### config.mk
export PLATFORM = sky130hd
export DESIGN_NAME = sdmacTop
export DESIGN_NICKNAME = d
export VERILOG_FILES = /design/src/common/sdmacPkg.sv /design/src/cpuSm/cpuBusMaster.sv /design/src/fifo/dmaFifo.sv /design/src/hdl/sdmacTop.sv /design/src/registers/sdmacRegisters.sv /design/src/scsiSm/scsiPort.sv
export SDC_FILE = /design/constraint.sdc
export NUM_CORES = 1
export LEC_CHECK = 0
export ABC_CLOCK_PERIOD_IN_PS = 6300
export CAP_MARGIN = 5
export CORE_ASPECT_RATIO = 1.75
export CORE_MARGIN = 4
export CORE_UTILIZATION = 35
export CTS_CLUSTER_DIAMETER = 200
export CTS_CLUSTER_SIZE = 16
export DETAILED_ROUTE_END_ITERATION = 10
export DONT_BUFFER_PORTS = 1
export GPL_ROUTABILITY_DRIVEN = 0
export SYNTH_ARGS = -nofsm -noshare
export SYNTH_HDL_FRONTEND = slang
export SYNTH_SLANG_ARGS = --single-unit
### constraint.sdc
create_clock -name SCLK -period 6.3 [get_ports SCLK]
set_input_delay 0.63 -clock SCLK [delete_from_list [all_inputs] [get_ports SCLK]]
set_output_delay 0.63 -clock SCLK [all_outputs]
set_load 0.01 [all_outputs]
### src/common/sdmacPkg.sv
//****************************************
// Shared types and register map of the SCSI DMA controller
// Slave addresses are longword addresses, byte offset bits 6:2
// Offsets from 0x40 up belong to the SCSI chip
//****************************************
`default_nettype none

package sdmacPkg;

    // CPU access to the controller, held until acknowledged
    typedef struct packed {
        logic        cs;
        logic        as;
        logic        rw;      // 1 = read
        logic [4:0]  addr;
        logic [31:0] wdata;
    } cpuSlaveReq_t;

    // One memory cycle driven while bus master
    typedef struct packed {
        logic        as;
        logic        rw;      // 1 = read memory
        logic [31:0] addr;
        logic [31:0] wdata;
    } masterCycle_t;

    typedef struct packed {
        logic intEna;         // Bit 2
        logic dmaDir;         // Bit 1, 1 = memory to SCSI
        logic rsvd;           // Stored and read back only
    } dmaCtrl_t;

    typedef struct packed {
        logic fifoEmpty;
        logic fifoFull;
        logic intPending;
        logic scsiInt;
        logic dmaBusy;
    } dmaStatus_t;

    // FIFO entry seen as a longword or as bytes, byte 0 is the MSB
    typedef union packed {
        logic [31:0]     lword;
        logic [0:3][7:0] bytes;
    } fifoWord_u;

    localparam logic [4:0] REG_WTC    = 5'h01;  // 0x04
    localparam logic [4:0] REG_CNTR   = 5'h02;  // 0x08
    localparam logic [4:0] REG_ACR    = 5'h03;  // 0x0C
    localparam logic [4:0] REG_ST_DMA = 5'h04;  // 0x10
    localparam logic [4:0] REG_ISTR   = 5'h07;  // 0x1C
    localparam logic [4:0] REG_WDADR  = 5'h10;  // 0x40
    localparam logic [4:0] REG_WDDATA = 5'h12;  // 0x48

endpackage

`default_nettype wire

### src/cpuSm/cpuBusMaster.sv
//****************************************
// Bus master moving one longword per memory cycle
// Holds the bus from grant to the last word
// Word count must be nonzero
//****************************************
`timescale 1ns/1ns
`default_nettype none

module cpuBusMaster
    import sdmacPkg::*;
(
    input  logic         SCLK,
    input  logic         nAS_,
    input  dmaCtrl_t     ctrl_i,
    input  logic         start_i,
    input  logic [31:0]  startAddr_i,
    input  logic [21:0]  wordCount_i,
    output logic         busReq_o,
    input  logic         busGrant_i,
    output masterCycle_t cycle_o,
    input  logic         memAck_i,
    input  logic [31:0]  memRdata_i,
    input  logic         fifoFull_i,
    input  logic         fifoEmpty_i,
    input  fifoWord_u    fifoWord_i,
    output logic         fifoPush_o,
    output fifoWord_u    fifoWord_o,
    output logic         fifoPop_o,
    output logic         done_o
);

    typedef enum logic [2:0] {S_IDLE, S_REQ, S_STROBE, S_WAIT, S_RELEASE} state_t;

    state_t      state;
    logic [21:0] wordsLeft;
    logic        cycleOk;

    // Memory to SCSI needs room, SCSI to memory needs a word
    assign cycleOk = ctrl_i.dmaDir ? !fifoFull_i : !fifoEmpty_i;

    assign fifoPush_o = (state == S_WAIT) & memAck_i & ctrl_i.dmaDir;
    assign fifoPop_o = (state == S_WAIT) & memAck_i & !ctrl_i.dmaDir;
    assign fifoWord_o = fifoWord_u'(memRdata_i);

    always_ff @(posedge SCLK or negedge nAS_) begin
        if (!nAS_) begin
            state <= S_IDLE;
            busReq_o <= 1'b0;
            cycle_o <= '0;
            wordsLeft <= '0;
            done_o <= 1'b0;
        end else begin
            done_o <= 1'b0;
            case (state)
                S_IDLE: begin
                    if (start_i) begin
                        cycle_o.addr <= startAddr_i;
                        wordsLeft <= wordCount_i;
                        busReq_o <= 1'b1;
                        state <= S_REQ;
                    end
                end
                S_REQ: begin
                    if (busGrant_i)
                        state <= S_STROBE;
                end
                S_STROBE: begin
                    if (cycleOk) begin
                        cycle_o.as <= 1'b1;
                        cycle_o.rw <= ctrl_i.dmaDir;
                        cycle_o.wdata <= fifoWord_i.lword;  // Head word, popped on ack
                        state <= S_WAIT;
                    end
                end
                S_WAIT: begin
                    if (memAck_i) begin          // Slow memory stretches this state
                        cycle_o.as <= 1'b0;
                        cycle_o.addr <= cycle_o.addr + 32'd4;
                        wordsLeft <= wordsLeft - 22'd1;
                        state <= S_RELEASE;
                    end
                end
                S_RELEASE: begin
                    if (wordsLeft == '0) begin
                        busReq_o <= 1'b0;
                        done_o <= 1'b1;
                        state <= S_IDLE;
                    end else begin
                        state <= S_STROBE;
                    end
                end
                default: state <= S_IDLE;
            endcase
        end
    end

endmodule

`default_nettype wire

### src/fifo/dmaFifo.sv
//****************************************
// Longword FIFO with byte packing on the SCSI side
// FIFO_DEPTH must be a power of 2
// Only one byte direction is used during a run
//****************************************
`timescale 1ns/1ns
`default_nettype none

module dmaFifo
    import sdmacPkg::*;
#(
    parameter int FIFO_DEPTH = 8
) (
    input  logic       SCLK,
    input  logic       nAS_,
    input  logic       start_i,
    input  logic       wordPush_i,
    input  fifoWord_u  wordIn_i,
    input  logic       wordPop_i,
    output fifoWord_u  wordOut_o,
    input  logic       bytePush_i,
    input  logic [7:0] byteIn_i,
    input  logic       bytePop_i,
    output logic [7:0] byteOut_o,
    input  logic       lastByte_i,
    output logic       empty_o,
    output logic       full_o
);

    localparam int PW = $clog2(FIFO_DEPTH);
    localparam int CW = PW + 1;

    fifoWord_u     mem [FIFO_DEPTH];
    logic [PW-1:0] wrPtr;
    logic [PW-1:0] rdPtr;
    logic [CW-1:0] count;
    logic [CW-1:0] countNext;
    logic [1:0]    byteOff;
    logic          byteEnd;
    logic          wrEn;
    logic          rdEn;
    fifoWord_u     packWord;
    fifoWord_u     packNext;

    assign byteEnd = (byteOff == 2'd3) | lastByte_i;
    assign wrEn = wordPush_i | (bytePush_i & byteEnd);
    assign rdEn = wordPop_i | (bytePop_i & byteEnd);
    assign countNext = count + CW'(wrEn) - CW'(rdEn);

    assign wordOut_o = mem[rdPtr];
    assign byteOut_o = wordOut_o.bytes[byteOff];

    // Unwritten bytes stay zero, which pads a short final word
    always_comb begin
        packNext = packWord;
        packNext.bytes[byteOff] = byteIn_i;
    end

    always_ff @(posedge SCLK) begin
        if (wrEn)
            mem[wrPtr] <= wordPush_i ? wordIn_i : packNext;
    end

    always_ff @(posedge SCLK or negedge nAS_) begin
        if (!nAS_) begin
            wrPtr <= '0;
            rdPtr <= '0;
            count <= '0;
            byteOff <= '0;
            packWord <= '0;
            empty_o <= 1'b1;
            full_o <= 1'b0;
        end else if (start_i) begin
            wrPtr <= '0;
            rdPtr <= '0;
            count <= '0;
            byteOff <= '0;
            packWord <= '0;
            empty_o <= 1'b1;
            full_o <= 1'b0;
        end else begin
            if (wrEn)
                wrPtr <= wrPtr + 1'b1;
            if (rdEn)
                rdPtr <= rdPtr + 1'b1;
            count <= countNext;
            empty_o <= (countNext == '0);
            full_o <= (countNext == CW'(FIFO_DEPTH));
            if (bytePush_i || bytePop_i)
                byteOff <= byteEnd ? 2'd0 : byteOff + 2'd1;
            if (bytePush_i)
                packWord <= byteEnd ? '0 : packNext;
        end
    end

endmodule

`default_nettype wire

### src/hdl/sdmacTop.sv
//****************************************
// SCSI DMA controller top level
// Bidirectional buses are split into in, out and enable
// Chip range 0x40 and up is served by the port sequencer
//****************************************
`timescale 1ns/1ns
`default_nettype none

module sdmacTop
    import sdmacPkg::*;
#(
    parameter int FIFO_DEPTH       = 8,
    parameter int IO_STROBE_CYCLES = 2
) (
    input  logic         SCLK,
    input  logic         nAS_,
    input  cpuSlaveReq_t slaveReq_i,
    output logic         dsack_o,
    output logic [31:0]  rdata_o,
    output logic         busReq_o,
    input  logic         busGrant_i,
    output masterCycle_t cycle_o,
    input  logic         memAck_i,
    input  logic [31:0]  memRdata_i,
    input  logic         nDreq_i,
    output logic         nDack_o,
    output logic         nIor_o,
    output logic         nIow_o,
    output logic         nCss_o,
    output logic         pdA0_o,
    output logic [7:0]   pdOut_o,
    input  logic [7:0]   pdIn_i,
    output logic         pdOe_o,
    input  logic         scsiInt_i,
    output logic         nInt_o
);

    logic        regAck, wdAck, wdSel;
    logic [31:0] regRdata, wdRdata;
    dmaCtrl_t    ctrl;
    logic        start, masterDone, portDone;
    logic [31:0] startAddr;
    logic [23:0] byteCount;
    logic [21:0] wordCount;
    logic        fifoEmpty, fifoFull, scsiIntSync;
    dmaStatus_t  status;
    fifoWord_u   wordToFifo, wordFromFifo;
    logic        wordPush, wordPop, bytePush, bytePop, lastByte;
    logic [7:0]  byteToFifo, byteFromFifo;

    // Read data and acknowledge by address range
    assign wdSel = (slaveReq_i.addr >= REG_WDADR);
    assign dsack_o = wdSel ? wdAck : regAck;
    assign rdata_o = wdSel ? wdRdata : regRdata;

    assign status = '{fifoEmpty: fifoEmpty, fifoFull: fifoFull, intPending: 1'b0,
                      scsiInt: scsiIntSync, dmaBusy: 1'b0};

    sdmacRegisters i_sdmacRegisters (
        .SCLK, .nAS_, .slaveReq_i, .status_i(status),
        .masterDone_i(masterDone), .portDone_i(portDone),
        .regAck_o(regAck), .regRdata_o(regRdata), .ctrl_o(ctrl), .start_o(start),
        .startAddr_o(startAddr), .byteCount_o(byteCount), .wordCount_o(wordCount), .nInt_o
    );

    cpuBusMaster i_cpuBusMaster (
        .SCLK, .nAS_, .ctrl_i(ctrl), .start_i(start), .startAddr_i(startAddr),
        .wordCount_i(wordCount), .busReq_o, .busGrant_i, .cycle_o, .memAck_i, .memRdata_i,
        .fifoFull_i(fifoFull), .fifoEmpty_i(fifoEmpty), .fifoWord_i(wordFromFifo),
        .fifoPush_o(wordPush), .fifoWord_o(wordToFifo), .fifoPop_o(wordPop),
        .done_o(masterDone)
    );

    dmaFifo #(.FIFO_DEPTH(FIFO_DEPTH)) i_dmaFifo (
        .SCLK, .nAS_, .start_i(start),
        .wordPush_i(wordPush), .wordIn_i(wordToFifo), .wordPop_i(wordPop),
        .wordOut_o(wordFromFifo), .bytePush_i(bytePush), .byteIn_i(byteToFifo),
        .bytePop_i(bytePop), .byteOut_o(byteFromFifo), .lastByte_i(lastByte),
        .empty_o(fifoEmpty), .full_o(fifoFull)
    );

    scsiPort #(.IO_STROBE_CYCLES(IO_STROBE_CYCLES)) i_scsiPort (
        .SCLK, .nAS_, .slaveReq_i, .wdAck_o(wdAck), .wdRdata_o(wdRdata),
        .ctrl_i(ctrl), .start_i(start), .byteCount_i(byteCount),
        .fifoEmpty_i(fifoEmpty), .fifoFull_i(fifoFull),
        .bytePush_o(bytePush), .byteOut_o(byteToFifo), .bytePop_o(bytePop),
        .byteIn_i(byteFromFifo), .lastByte_o(lastByte),
        .nDreq_i, .nDack_o, .nIor_o, .nIow_o, .nCss_o, .pdA0_o,
        .pdOut_o, .pdIn_i, .pdOe_o, .scsiInt_i, .scsiInt_o(scsiIntSync),
        .done_o(portDone)
    );

endmodule

`default_nettype wire

### src/registers/sdmacRegisters.sv
//****************************************
// CPU register file, acked 2 cycles after cs and as are seen
// Byte count must be nonzero and below 2^24 - 3
// A read of ISTR clears intPending
//****************************************
`timescale 1ns/1ns
`default_nettype none

module sdmacRegisters
    import sdmacPkg::*;
(
    input  logic         SCLK,
    input  logic         nAS_,
    input  cpuSlaveReq_t slaveReq_i,
    input  dmaStatus_t   status_i,
    input  logic         masterDone_i,
    input  logic         portDone_i,
    output logic         regAck_o,
    output logic [31:0]  regRdata_o,
    output dmaCtrl_t     ctrl_o,
    output logic         start_o,
    output logic [31:0]  startAddr_o,
    output logic [23:0]  byteCount_o,
    output logic [21:0]  wordCount_o,
    output logic         nInt_o
);

    logic [1:0]  ackCnt;
    logic        regSel;
    logic        accept;
    logic        masterSeen;
    logic        portSeen;
    logic        dmaBusy;
    logic        intPending;
    logic [31:0] acr;
    logic [23:0] wtc;
    dmaStatus_t  status;
    logic [31:0] rdMux;

    assign regSel = slaveReq_i.cs & slaveReq_i.as & (slaveReq_i.addr < REG_WDADR);
    assign accept = regSel & (ackCnt == 2'd2);   // One edge per access
    assign regAck_o = regSel & (ackCnt == 2'd3);

    assign startAddr_o = acr;
    assign byteCount_o = wtc;
    assign wordCount_o = wtc[23:2] + 22'(|wtc[1:0]);  // Rounded up
    assign nInt_o = ~(ctrl_o.intEna & (intPending | status_i.scsiInt));

    always_comb begin
        status = status_i;
        status.intPending = intPending;
        status.dmaBusy = dmaBusy;
        case (slaveReq_i.addr)
            REG_CNTR: rdMux = 32'(ctrl_o);
            REG_ACR:  rdMux = acr;
            REG_WTC:  rdMux = 32'(wtc);
            REG_ISTR: rdMux = 32'(status);
            default:  rdMux = '0;
        endcase
    end

    always_ff @(posedge SCLK or negedge nAS_) begin
        if (!nAS_) begin
            ackCnt <= '0;
            ctrl_o <= '0;
            acr <= '0;
            wtc <= '0;
            start_o <= 1'b0;
            dmaBusy <= 1'b0;
            intPending <= 1'b0;
            masterSeen <= 1'b0;
            portSeen <= 1'b0;
        end else begin
            start_o <= 1'b0;
            if (!regSel)
                ackCnt <= '0;
            else if (ackCnt != 2'd3)
                ackCnt <= ackCnt + 2'd1;

            if (accept && !slaveReq_i.rw) begin
                case (slaveReq_i.addr)
                    REG_CNTR:   ctrl_o <= dmaCtrl_t'(slaveReq_i.wdata[2:0]);
                    REG_ACR:    acr <= {slaveReq_i.wdata[31:2], 2'b00};
                    REG_WTC:    wtc <= slaveReq_i.wdata[23:0];
                    REG_ST_DMA: start_o <= 1'b1;
                    default: ;
                endcase
            end
            if (accept && slaveReq_i.rw && slaveReq_i.addr == REG_ISTR)
                intPending <= 1'b0;

            // Run ends once both sides have reported done
            if (start_o) begin
                dmaBusy <= 1'b1;
                masterSeen <= 1'b0;
                portSeen <= 1'b0;
            end else if (dmaBusy) begin
                masterSeen <= masterSeen | masterDone_i;
                portSeen <= portSeen | portDone_i;
                if ((masterSeen | masterDone_i) && (portSeen | portDone_i)) begin
                    dmaBusy <= 1'b0;
                    intPending <= 1'b1;
                end
            end
        end
    end

    // Captured on the accept edge so ISTR shows intPending before the clear
    always_ff @(posedge SCLK) begin
        if (accept)
            regRdata_o <= rdMux;
    end

endmodule

`default_nettype wire

### src/scsiSm/scsiPort.sv
//****************************************
// Peripheral port sequencer for DREQ/DACK bytes and CPU cycles
// CPU cycles win when both are pending
// Only WDADR and WDDATA are acked in the chip range
//****************************************
`timescale 1ns/1ns
`default_nettype none

module scsiPort
    import sdmacPkg::*;
#(
    parameter int IO_STROBE_CYCLES = 2
) (
    input  logic         SCLK,
    input  logic         nAS_,
    input  cpuSlaveReq_t slaveReq_i,
    output logic         wdAck_o,
    output logic [31:0]  wdRdata_o,
    input  dmaCtrl_t     ctrl_i,
    input  logic         start_i,
    input  logic [23:0]  byteCount_i,
    input  logic         fifoEmpty_i,
    input  logic         fifoFull_i,
    output logic         bytePush_o,
    output logic [7:0]   byteOut_o,
    output logic         bytePop_o,
    input  logic [7:0]   byteIn_i,
    output logic         lastByte_o,
    input  logic         nDreq_i,
    output logic         nDack_o,
    output logic         nIor_o,
    output logic         nIow_o,
    output logic         nCss_o,
    output logic         pdA0_o,
    output logic [7:0]   pdOut_o,
    input  logic [7:0]   pdIn_i,
    output logic         pdOe_o,
    input  logic         scsiInt_i,
    output logic         scsiInt_o,
    output logic         done_o
);

    localparam int SW = $clog2(IO_STROBE_CYCLES) + 1;

    typedef enum logic [1:0] {S_IDLE, S_DMA, S_CPU, S_ACK} state_t;

    state_t        state;
    logic [SW-1:0] strobeCnt;
    logic [23:0]   bytesLeft;
    logic          active;
    logic          cpuReq;
    logic          dmaGo;
    logic          lastStrobe;
    logic [1:0]    intSync;

    assign cpuReq = slaveReq_i.cs & slaveReq_i.as &
                    ((slaveReq_i.addr == REG_WDADR) | (slaveReq_i.addr == REG_WDDATA));
    assign dmaGo = active & !nDreq_i & (ctrl_i.dmaDir ? !fifoEmpty_i : !fifoFull_i);
    assign lastStrobe = (strobeCnt == SW'(IO_STROBE_CYCLES - 1));

    // Byte moves on the last strobe cycle
    assign bytePush_o = (state == S_DMA) & lastStrobe & !ctrl_i.dmaDir;
    assign bytePop_o = (state == S_DMA) & lastStrobe & ctrl_i.dmaDir;
    assign byteOut_o = pdIn_i;
    assign lastByte_o = (bytesLeft == 24'd1);

    assign nDack_o = !(state == S_DMA);
    assign nCss_o = !(state == S_CPU);
    assign nIor_o = !(((state == S_DMA) & !ctrl_i.dmaDir) | ((state == S_CPU) & slaveReq_i.rw));
    assign nIow_o = !(((state == S_DMA) & ctrl_i.dmaDir) | ((state == S_CPU) & !slaveReq_i.rw));
    assign pdOe_o = !nIow_o;
    assign pdOut_o = (state == S_DMA) ? byteIn_i : slaveReq_i.wdata[7:0];
    assign pdA0_o = slaveReq_i.addr[1];    // WDADR vs WDDATA
    assign wdAck_o = (state == S_ACK);
    assign scsiInt_o = intSync[1];

    always_ff @(posedge SCLK or negedge nAS_) begin
        if (!nAS_) begin
            state <= S_IDLE;
            strobeCnt <= '0;
            bytesLeft <= '0;
            active <= 1'b0;
            done_o <= 1'b0;
            intSync <= '0;
        end else begin
            done_o <= 1'b0;
            intSync <= {intSync[0], scsiInt_i};
            if (start_i) begin
                bytesLeft <= byteCount_i;
                active <= 1'b1;
            end
            case (state)
                S_IDLE: begin                   // Strobes high at least this cycle
                    strobeCnt <= '0;
                    if (cpuReq)
                        state <= S_CPU;
                    else if (dmaGo)
                        state <= S_DMA;
                end
                S_DMA: begin
                    if (lastStrobe) begin
                        bytesLeft <= bytesLeft - 24'd1;
                        if (lastByte_o) begin
                            active <= 1'b0;
                            done_o <= 1'b1;
                        end
                        state <= S_IDLE;
                    end else begin
                        strobeCnt <= strobeCnt + 1'b1;
                    end
                end
                S_CPU: begin
                    if (lastStrobe)
                        state <= S_ACK;
                    else
                        strobeCnt <= strobeCnt + 1'b1;
                end
                S_ACK: begin
                    if (!slaveReq_i.as)
                        state <= S_IDLE;
                end
                default: state <= S_IDLE;
            endcase
        end
    end

    always_ff @(posedge SCLK) begin
        if (state == S_CPU && lastStrobe)
            wdRdata_o <= {24'h0, pdIn_i};
    end

endmodule

`default_nettype wire

==> results of run 1 <==
[cells by family (layout without fill, tap and decap cells)]
family	Yosys count	after routing	share of synthesized area [%]
compound gates	365	365	10.16
xor+xnor	26	26	0.9477
fa+ha+maj	24	24	1.281
buf+inv	169	163	2.786
flops	529	529	61.26
mux	228	228	12.51
other cells	1	5	0.01561
simple gates	512	512	11.03
[path summary, 6_finish.rpt]
path,from,end,slack [ns]
setup reg to reg,i_cpuBusMaster.state[1],i_dmaFifo.empty_o,2.14
max in group asynchronous,nAS_,i_dmaFifo.rdPtr[1],4.43
hold reg to reg,i_scsiPort.intSync[0],i_scsiPort.intSync[1],0.36
setup / recovery,i_dmaFifo.rdPtr[0],pdOut_o[5],1.99
hold / removal,scsiInt_i,i_scsiPort.intSync[0],0.08
min in group asynchronous,nAS_,i_sdmacRegisters.startAddr_o[24],0.58
[worst max-delay path: cells and delay by family (launching register included)]
family	cells	cell delay [ns]
compound gates	2	0.89
mux	2	0.84
flops	1	0.68
simple gates	1	0.10
buf+inv	1	0.54
[area by class of cell]
class | instances | area, µm² | share of cell area [%]
flip-flops and latches | 529 | 14730 | 56.14
multi-input cells | 1157 | 8723 | 33.25
well taps | 896 | 1121 | 4.273
clock buffers | 68 | 1106 | 4.216
repair buffers | 32 | 282.8 | 1.078
inverters | 60 | 225.2 | 0.8585
clock inverters | 3 | 41.29 | 0.1574
diodes | 3 | 7.507 | 0.02862
[cell usage in the layout, fill, tap and decap left out, types with 7 or more instances in the layout]
master / count
mux2_2: 98
nand4_1: 26
dfrtp_1: 229
o211ai_1: 7
and3_1: 24
a221oi_1: 24
nand3_1: 50
o32ai_1: 27
xnor2_1: 13
ha_1: 23
nor2_1: 103
a22oi_1: 7
o22ai_1: 12
mux2i_1: 82
nor3_1: 26
a31oi_1: 9
mux4_2: 48
nor2b_1: 53
inv_1: 59
nor4_1: 19
o21ai_0: 105
clkbuf_16: 40
a21oi_1: 75
buf_4: 28
edfxtp_1: 296
and4_1: 7
and2_1: 23
a22o_1: 25
clkbuf_1: 28
nand2_1: 122
xor2_1: 13
[layer usage]
metal	vias up	wire [µm]
li1	6961	-
met4	0	2272
met2	499	38400
met5	-	0
met3	99	5195
met1	8064	25650
[sequential cells by signal, summed over array words and instances (netlist names), 3 cells and up]
| name | count |
|---|---|
| i_sdmacRegisters.startAddr_o | 30 |
| i_sdmacRegisters.byteCount_o | 24 |
| i_dmaFifo.count | 4 |
| i_cpuBusMaster.wordsLeft | 22 |
| i_cpuBusMaster.state | 3 |
| i_scsiPort.bytesLeft | 24 |
| i_cpuBusMaster.cycle_o | 64 |
| i_dmaFifo.wrPtr | 3 |
| i_sdmacRegisters.ctrl_o | 3 |
| i_sdmacRegisters.regRdata_o | 32 |
| i_dmaFifo.mem | 256 |
| i_dmaFifo.rdPtr | 3 |
| i_dmaFifo.packWord | 32 |
| i_scsiPort.wdRdata_o | 8 |
[where the power goes]
group | internal (W) | total (W) | switching (W) | leakage (nW)
clock | 0.00121 | 0.00243 | 0.00123 | 0.545
sequential | 0.00428 | 0.00493 | 0.000650 | 5.51
combinational | 0.00116 | 0.00299 | 0.00183 | 3.81
[stage by stage]
step	setup WS (ns)	util, %	hold slack (ns)
6_report	1.992	38.70	0.07860
5_1_grt	1.658	38.69	0.04024
4_1_cts	1.766	38.62	0.03848
3_5_place_dp	2.163	36.89	0.3412
3_3_place_gp	2.327	36.88	0.3375
2_1_floorplan	1.742	-	0.3312
[repair_timing]
| item | in CTS | in global routing |
|---|---|---|
| hold buffers | 1 | 1 |
| setup endpoints to repair | 0 | 0 |
| endpoints found under the hold margin | 233 | 10 |
==> flow_results.org, run 1 <==
** Power and ir drop
- IR analysis of the VDD net gives a maximum drop of around 240 µV.
- For this design the ratio of total power to cell area is ~390 nW/µm².
- Total power for the finished layout comes to around 0.010 W.
- In this run the static leakage power is between 9 and 10 nW.

** Timing
- Final setup skew :: about 0.035 ns
- Number of hold-slack violations in the final timing report :: 0
- Setup repair after global routing left no endpoint under its margin.
- Final period util :: a little under 70%
- TNS Setup :: 0 ns
- Total count of max-transition violations in the final report :: 0
- Min Clock Period, post-route :: around 4.3 ns
- Number of setup violations in the final report :: 0
- Least-Margin Pin Slew :: between 1 and 1.5 ns
- Timing would allow up to 232.1 MHz.
- Slew headroom :: between 20% and 30%

** Worst setup path
- The largest single stage delay on the critical path is a little under 0.7 ns.
- Data arrives at the worst endpoint at between 3 and 4 ns.
- The critical path goes through buf_4, mux4_2, mux2i_1, nor2_1, a21oi_1, o21ai_0.
- Kind of start point of the critical path :: flip-flop
- Required arrival time at the worst endpoint :: between 5 and 6 ns
- Maximum fanout count along the critical path :: 24
- Worst Reg-to-Reg Cells :: 16
- The critical path is of the flip-flop to output port type.
- Highest-delay cell along the critical path :: dfrtp_2
- Type of destination of the critical path :: output port

** Clock network
- Post-CTS setup buffer count :: 0
- Post-CTS clock slew at the launch and capture registers of the worst setup and hold paths :: ~0.080 ns
- The tree is rooted in a clkbuf_16.
- For this design, the sink count on the clock tree is between 500 and 600.
- Post-cts repair resize count :: 0
- Max H-tree Level :: 2
- The later pin in the worst-skew pair is clocked with a latency of roughly 0.57 ns.
- TritonCTS created 39 clock buffers.
- TritonCTS clock tree :: yes
- The longest clock path from root to sink contains 3 buffers.

** Min path
- In this run the worst hold path is classified as input port to flip-flop.
- Min-Delay Path Depth :: 0

** Global route
- The first global-routing pass estimated 105.4 mm of wire.
- In the global route stage, met2 resource usage came out at around a third.
- Overall global routing resource usage :: a little under a fifth
- Maximum number of pins on one net before global-route repair :: between 200 and 250
- For this run, global-route usage on met3 was measured as under 10%.
- Residual overflow from global routing :: 0
- Highest-utilization routing layer at the global route stage :: met2
- Global routing consumed, on the met1 layer, roughly 21% of the routing resources.
- The via count of the first global-routing pass was approximately 16000.
- The number of antenna violations at the first check in global routing came to 2.

** Drt
- Routed wire per std cell :: about 26 µm
- For this block, the initial DRC count from the detailed router was between 1000 and 1500.
- Router iterations before antenna repair :: 5
- Number of routed nets with antenna violations :: 0
- For this run, design rule violations remaining after detail routing come to 0.
- After detailed routing, the number of vias per cell comes to roughly 5.7.
- Vias after detailed routing :: about 16000
- For this block, the routed nets add up to around 70 mm of wire.

** Job
- Number of maximum-capacitance constraint violations :: 0

** Floorplan
- Width of the chip :: ~210 µm
- Vert. Die Dim :: approximately 350 µm
- In this run the standard cell core region covers ~68000 µm².
- The die covers ~73000 µm².
- Initial core utilization :: 35.44%
- Top-level I/O count :: 201
- In this run the core area contains between 100 and 150 standard-cell rows.

** Layout
- NumNets Final :: just under 2000
- Layout Area Growth over Synthesis :: 9.180%
- Number of fillers in the final layout :: between 6000 and 7000
- Once layout is done, the placed cells without fillers occupy about 26000 µm².
- The finished layout holds approximately 2700 standard cells, fillers aside.
- Ratio of cells with drive above 1 in the final layout :: about 14%

** Synth
- Among all flip-flop cells after synthesis, the most frequent one is edfxtp_1.
- Flip-flop and latch count after synthesis :: 529
- Library cell occupying the most area in the post-synthesis netlist :: edfxtp_1
- During synthesis, Yosys emitted a total of 0 warnings.
- Yosys mapped a number of flops with a built-in enable equal to ~300.
- For this run, asynchronously set or reset flops after synthesis account for between 40 and 50%.
- Count of unique library cells instantiated by Yosys :: approximately 80
- Seq/Total Area, Yosys :: around 61%
- The cell area that synthesis handed to floorplanning was approximately 24000 µm².
- Syn Inst Count :: about 1900
- Share of the synthesized area in the top cell type :: roughly 37%
- Most common cell in the synthesized netlist :: edfxtp_1
- By area the synthesized netlist is led by edfxtp_1 37%, dfrtp_1 24%, mux2_2 4.6%.
- Each instance of the synthesized netlist takes up on average between 10 and 15 µm².
- Synth top cells by count :: 296 x edfxtp_1, 232 x dfrtp_1, 123 x nand2_1

** Place
- Total placed instance area :: around 25000 µm²
- The count of buffers added on input and output ports is 0.
- Summed over all nets, the half-perimeter wirelength after detailed placement is slightly below 50 mm.
- Count of placed standard cells including taps :: 2670

** Status
- The flow ran to the end, and the final reports show no timing, DRC or antenna violations.
No activity file was read; power rests on OpenSTA's default activity.
==> inputs of run 2 (changes only) <==
--- a/config.mk
+++ b/config.mk
@@ -5,7 +5,7 @@
 export SDC_FILE = /design/constraint.sdc
 export NUM_CORES = 1
 export LEC_CHECK = 0
-export ABC_CLOCK_PERIOD_IN_PS = 6300
+export ABC_CLOCK_PERIOD_IN_PS = 4250
 export CAP_MARGIN = 5
 export CORE_ASPECT_RATIO = 1.75
 export CORE_MARGIN = 4
==> constraint.sdc (replaced) <==
create_clock -name SCLK -period 4.25 [get_ports SCLK]
set_input_delay 0.425 -clock SCLK [delete_from_list [all_inputs] [get_ports SCLK]]
set_output_delay 0.425 -clock SCLK [all_outputs]
set_load 0.01 [all_outputs]
==> run 2 against run 1 <==
  * The flow now finishes with violations (negative hold slack)
  * Critical path type unchanged
  * Final cell count up 2.1%
  * Clock skew down 0.015 ns
  * Clock-buffer cell count unchanged
  * Largest power group unchanged
  * Highest routed layer is now met5
  * Power up 49%
==> flow_results.org, run 2 (same netlist as run 1, synthesis figures left out) <==
** Layout
- The register bank with the most flops was i_dmaFifo.mem (unchanged).
- NumNets Final :: 1982 (was 1929)
- The fraction of layout cells with a size suffix above 1 came to 14.25% (was 14.28%).
- Number of fillers in the final layout :: 6417 (was 6462)
- The synthesis-to-layout area growth is 11.42% (was 9.180%).
- Max FFs per register :: 256 (unchanged)
- Most frequent standard cell in the layout excluding fill and tap cells :: edfxtp_1 (unchanged)
- Commonest non-fill, non-tap cells in the layout: 296 x edfxtp_1, 229 x dfrtp_1, 122 x nand2_1 (unchanged).
- The final non-filler cell area is 26770 µm² (was 26230 µm²).
- Registers with the most flip-flops :: i_dmaFifo.mem (256), i_cpuBusMaster.cycle_o (64) (unchanged)

** Worst setup path
- Worst Path Arrival :: 3.44 ns (was 3.68 ns)
- Highest-delay cell along the critical path :: nor3_1 (was dfrtp_2)
- Maximum fanout count along the critical path :: 15 (was 24)
- Type of destination of the critical path :: output port (unchanged)
- Largest stage delay on the critical path :: 0.93 ns (was 0.68 ns)
- Kind of start point of the critical path :: flip-flop (unchanged)
- Top delay family on crit path :: simple AND/OR/NAND/NOR gates (was compound AO/OA/AOI/OAI gates)
- By instance count, the cell type seen most on the critical path is inv_1.
- CP cell instances :: inv_1, ha_1, inv_1, nor3_1, a221oi_1, o21ai_0 (was buf_4, mux4_2, mux2i_1, nor2_1, a21oi_1, o21ai_0)
- Buffers and inverters on the worst path :: 2 (was 1)
- Required arrival time at the worst endpoint :: 3.83 ns (was 5.67 ns)
- The type of the setup path with the least slack is flip-flop to output port (unchanged).

** Power and ir drop
- The maximum resistive drop on vdd came to 313.4 µV (was 243.1 µV).
- The power per unit of standard cell area came to 577.6 nW/µm² (was 394.4 nW/µm²).
- The static leakage came to 10.12 nW (was 9.865 nW).

** Place
- The number of port buffers was 0 (unchanged).
- The placed wire-length estimate came to 50.55 mm (was 49.35 mm).
- Total placed instance area :: 25180 µm² (was 25010 µm²)

** Floorplan
- Vert. Die Dim :: 354.6 µm (unchanged)
- The area of the core was 67790 µm² (unchanged).
- The die footprint was 73070 µm² (unchanged).
- Total number of placement rows :: 126 (unchanged)
- Top-level I/O count :: 201 (unchanged)
- The effective utilization at floorplan came to 35.44% (unchanged).
- The die outline width came to 206.1 µm (unchanged).

** Timing
- Slew headroom :: 17.43% (was 22.17%)
- Number of setup violations in the final report :: 0 (unchanged)
- The tightest hold margin came to -0.4547 ns (was 0.07860 ns).
- The actual slew at the worst max-slew pin was 1.227 ns (was 1.155 ns).
- RSZ-0062 raised after global routing: no (unchanged).
- The max-slew violation count came to 0 (unchanged).
- Top achievable clock speed :: 258.6 MHz
- Number of hold-slack violations in the final timing report :: 233 (was 0)
- Min Clock Period, post-route :: 3.866 ns
- The final sum of negative setup slack was 0 ns (unchanged).
- After layout, the worst path uses between 90% and 100% of the clock period.
- Final setup skew :: 0.01981 ns (was 0.03522 ns)

** Global route
- Maximum number of pins on one net before global-route repair :: 234 (unchanged)
- First-pass GRT wire length :: 107.4 mm (was 105.4 mm)
- Vias in the first global route :: 16260 (was 15950)
- The number of antenna violations at the first check in global routing came to 7 (was 2).
- The total global routing track utilization was 19.42% (was 19.09%).
- The global route total overflow is 0 (unchanged).

** Clock network
- Post-cts repair resize count :: 0 (unchanged)
- Maximum clock insertion buffer count :: 3 (unchanged)
- The number of buffers inserted for hold repair after clock tree synthesis was 44 (was 1).
- Max H-tree Level :: 2 (unchanged)
- Post-CTS setup buffer count :: 0 (unchanged)
- The CTS root buffer is clkbuf_16 (unchanged).
- Clock sink count :: 529 (unchanged)
- Clock insertion delay at the later pin of the skew report :: 0.58 ns (was 0.57 ns)
- The clock tree from TritonCTS is yes (unchanged).
- The clock-pin slew on the worst setup and hold paths was 0.08 ns (about the same).
- CTS buffer count :: 39 (unchanged)

** Min path
- Tightest Hold Check Type :: input port to asynchronous set/reset pin (was input port to flip-flop)

** Drt
- The DRC violation count after routing was 0 (unchanged).
- The iteration count of the initial detailed-routing pass came to 5 (unchanged).
- Vias after detailed routing :: 15950 (was 15620)
- The number of nets still failing antenna checks after routing is 0 (unchanged).
- Routed wire per std cell :: 25.91 µm (was 26.02 µm)
- Mean number of vias per cell :: 5.685 (about the same)
- The count of routing violations after the opening detailed-route iteration is 1177 (was 1056).
- The aggregate routed wire length came to 72.68 mm (was 71.52 mm).

** Status
- Failing checks :: negative hold slack
- Status :: finished with violations (was finished clean)

** Job
- Number of maximum-capacitance constraint violations :: 0 (unchanged)
run 2: cell types whose count changed in the layout (fill, tap and decap cells not counted), sizes merged:
cell         previous run  this run
inv                    62        61
dlygate4sd3             1        44
diode                   3         7
clkbuf                 69        68
clkinv                  1         2
buf                    30        41
run 2: metrics by stage:
stage	setup WS [ns]	total power, W	utilization [%]	std cells
after floorplan	0.7328	0.01029	-	1855
after global routing	0.1560	0.01628	39.47	2798
after CTS	0.4921	0.01560	39.47	2798
final	0.3837	0.01546	39.49	2805
after global placement	0.7246	0.01182	37.14	2683
after detailed placement	0.6193	0.01198	37.14	2683
run 2: worst paths after layout:
path / start / to / slack (ns) / depth (start not counted)
setup / recovery: i_scsiPort.state[1] / pdOut_o[0] / 0.38 / 6
hold / removal: nAS_ / i_sdmacRegisters.startAddr_o[26] / -0.45 / 0
setup reg to reg: i_scsiPort.state[1] / i_dmaFifo.mem[3][30] / 0.63 / 8
hold reg to reg: i_scsiPort.intSync[0] / i_scsiPort.intSync[1] / 0.35 / 0
max in group asynchronous: nAS_ / i_dmaFifo.rdPtr[1] / 4.20 / 0
min in group SCLK: slaveReq_i[37] / i_sdmacRegisters.intPending / 0.06 / 2
run 2: per-layer routing:
metal | part of all wire (%) | GRT usage [%]
met1 | 36 | 22.23
met2 | 53 | 35.57
met3 | 7.0 | 4.432
met4 | 3.3 | 6.113
met5 | 0.025 | 0
run 2: where the power goes:
part	switching (W)	internal [W]
combinational	0.00280	0.00184
sequential	0.000912	0.00634
clock	0.00182	0.00176
total	0.00553	0.00994
run 2: final cells by class:
type / count / area (µm²) / area share (%)
multi-input cells: 1157 / 8762 / 32.73
clock buffers: 68 / 1085 / 4.052
clock inverters: 3 / 48.80 / 0.1823
inverters: 60 / 225.2 / 0.8412
well taps: 896 / 1121 / 4.188
flip-flops and latches: 529 / 14730 / 55.01
diodes: 7 / 17.52 / 0.06543
repair buffers: 85 / 785.8 / 2.935
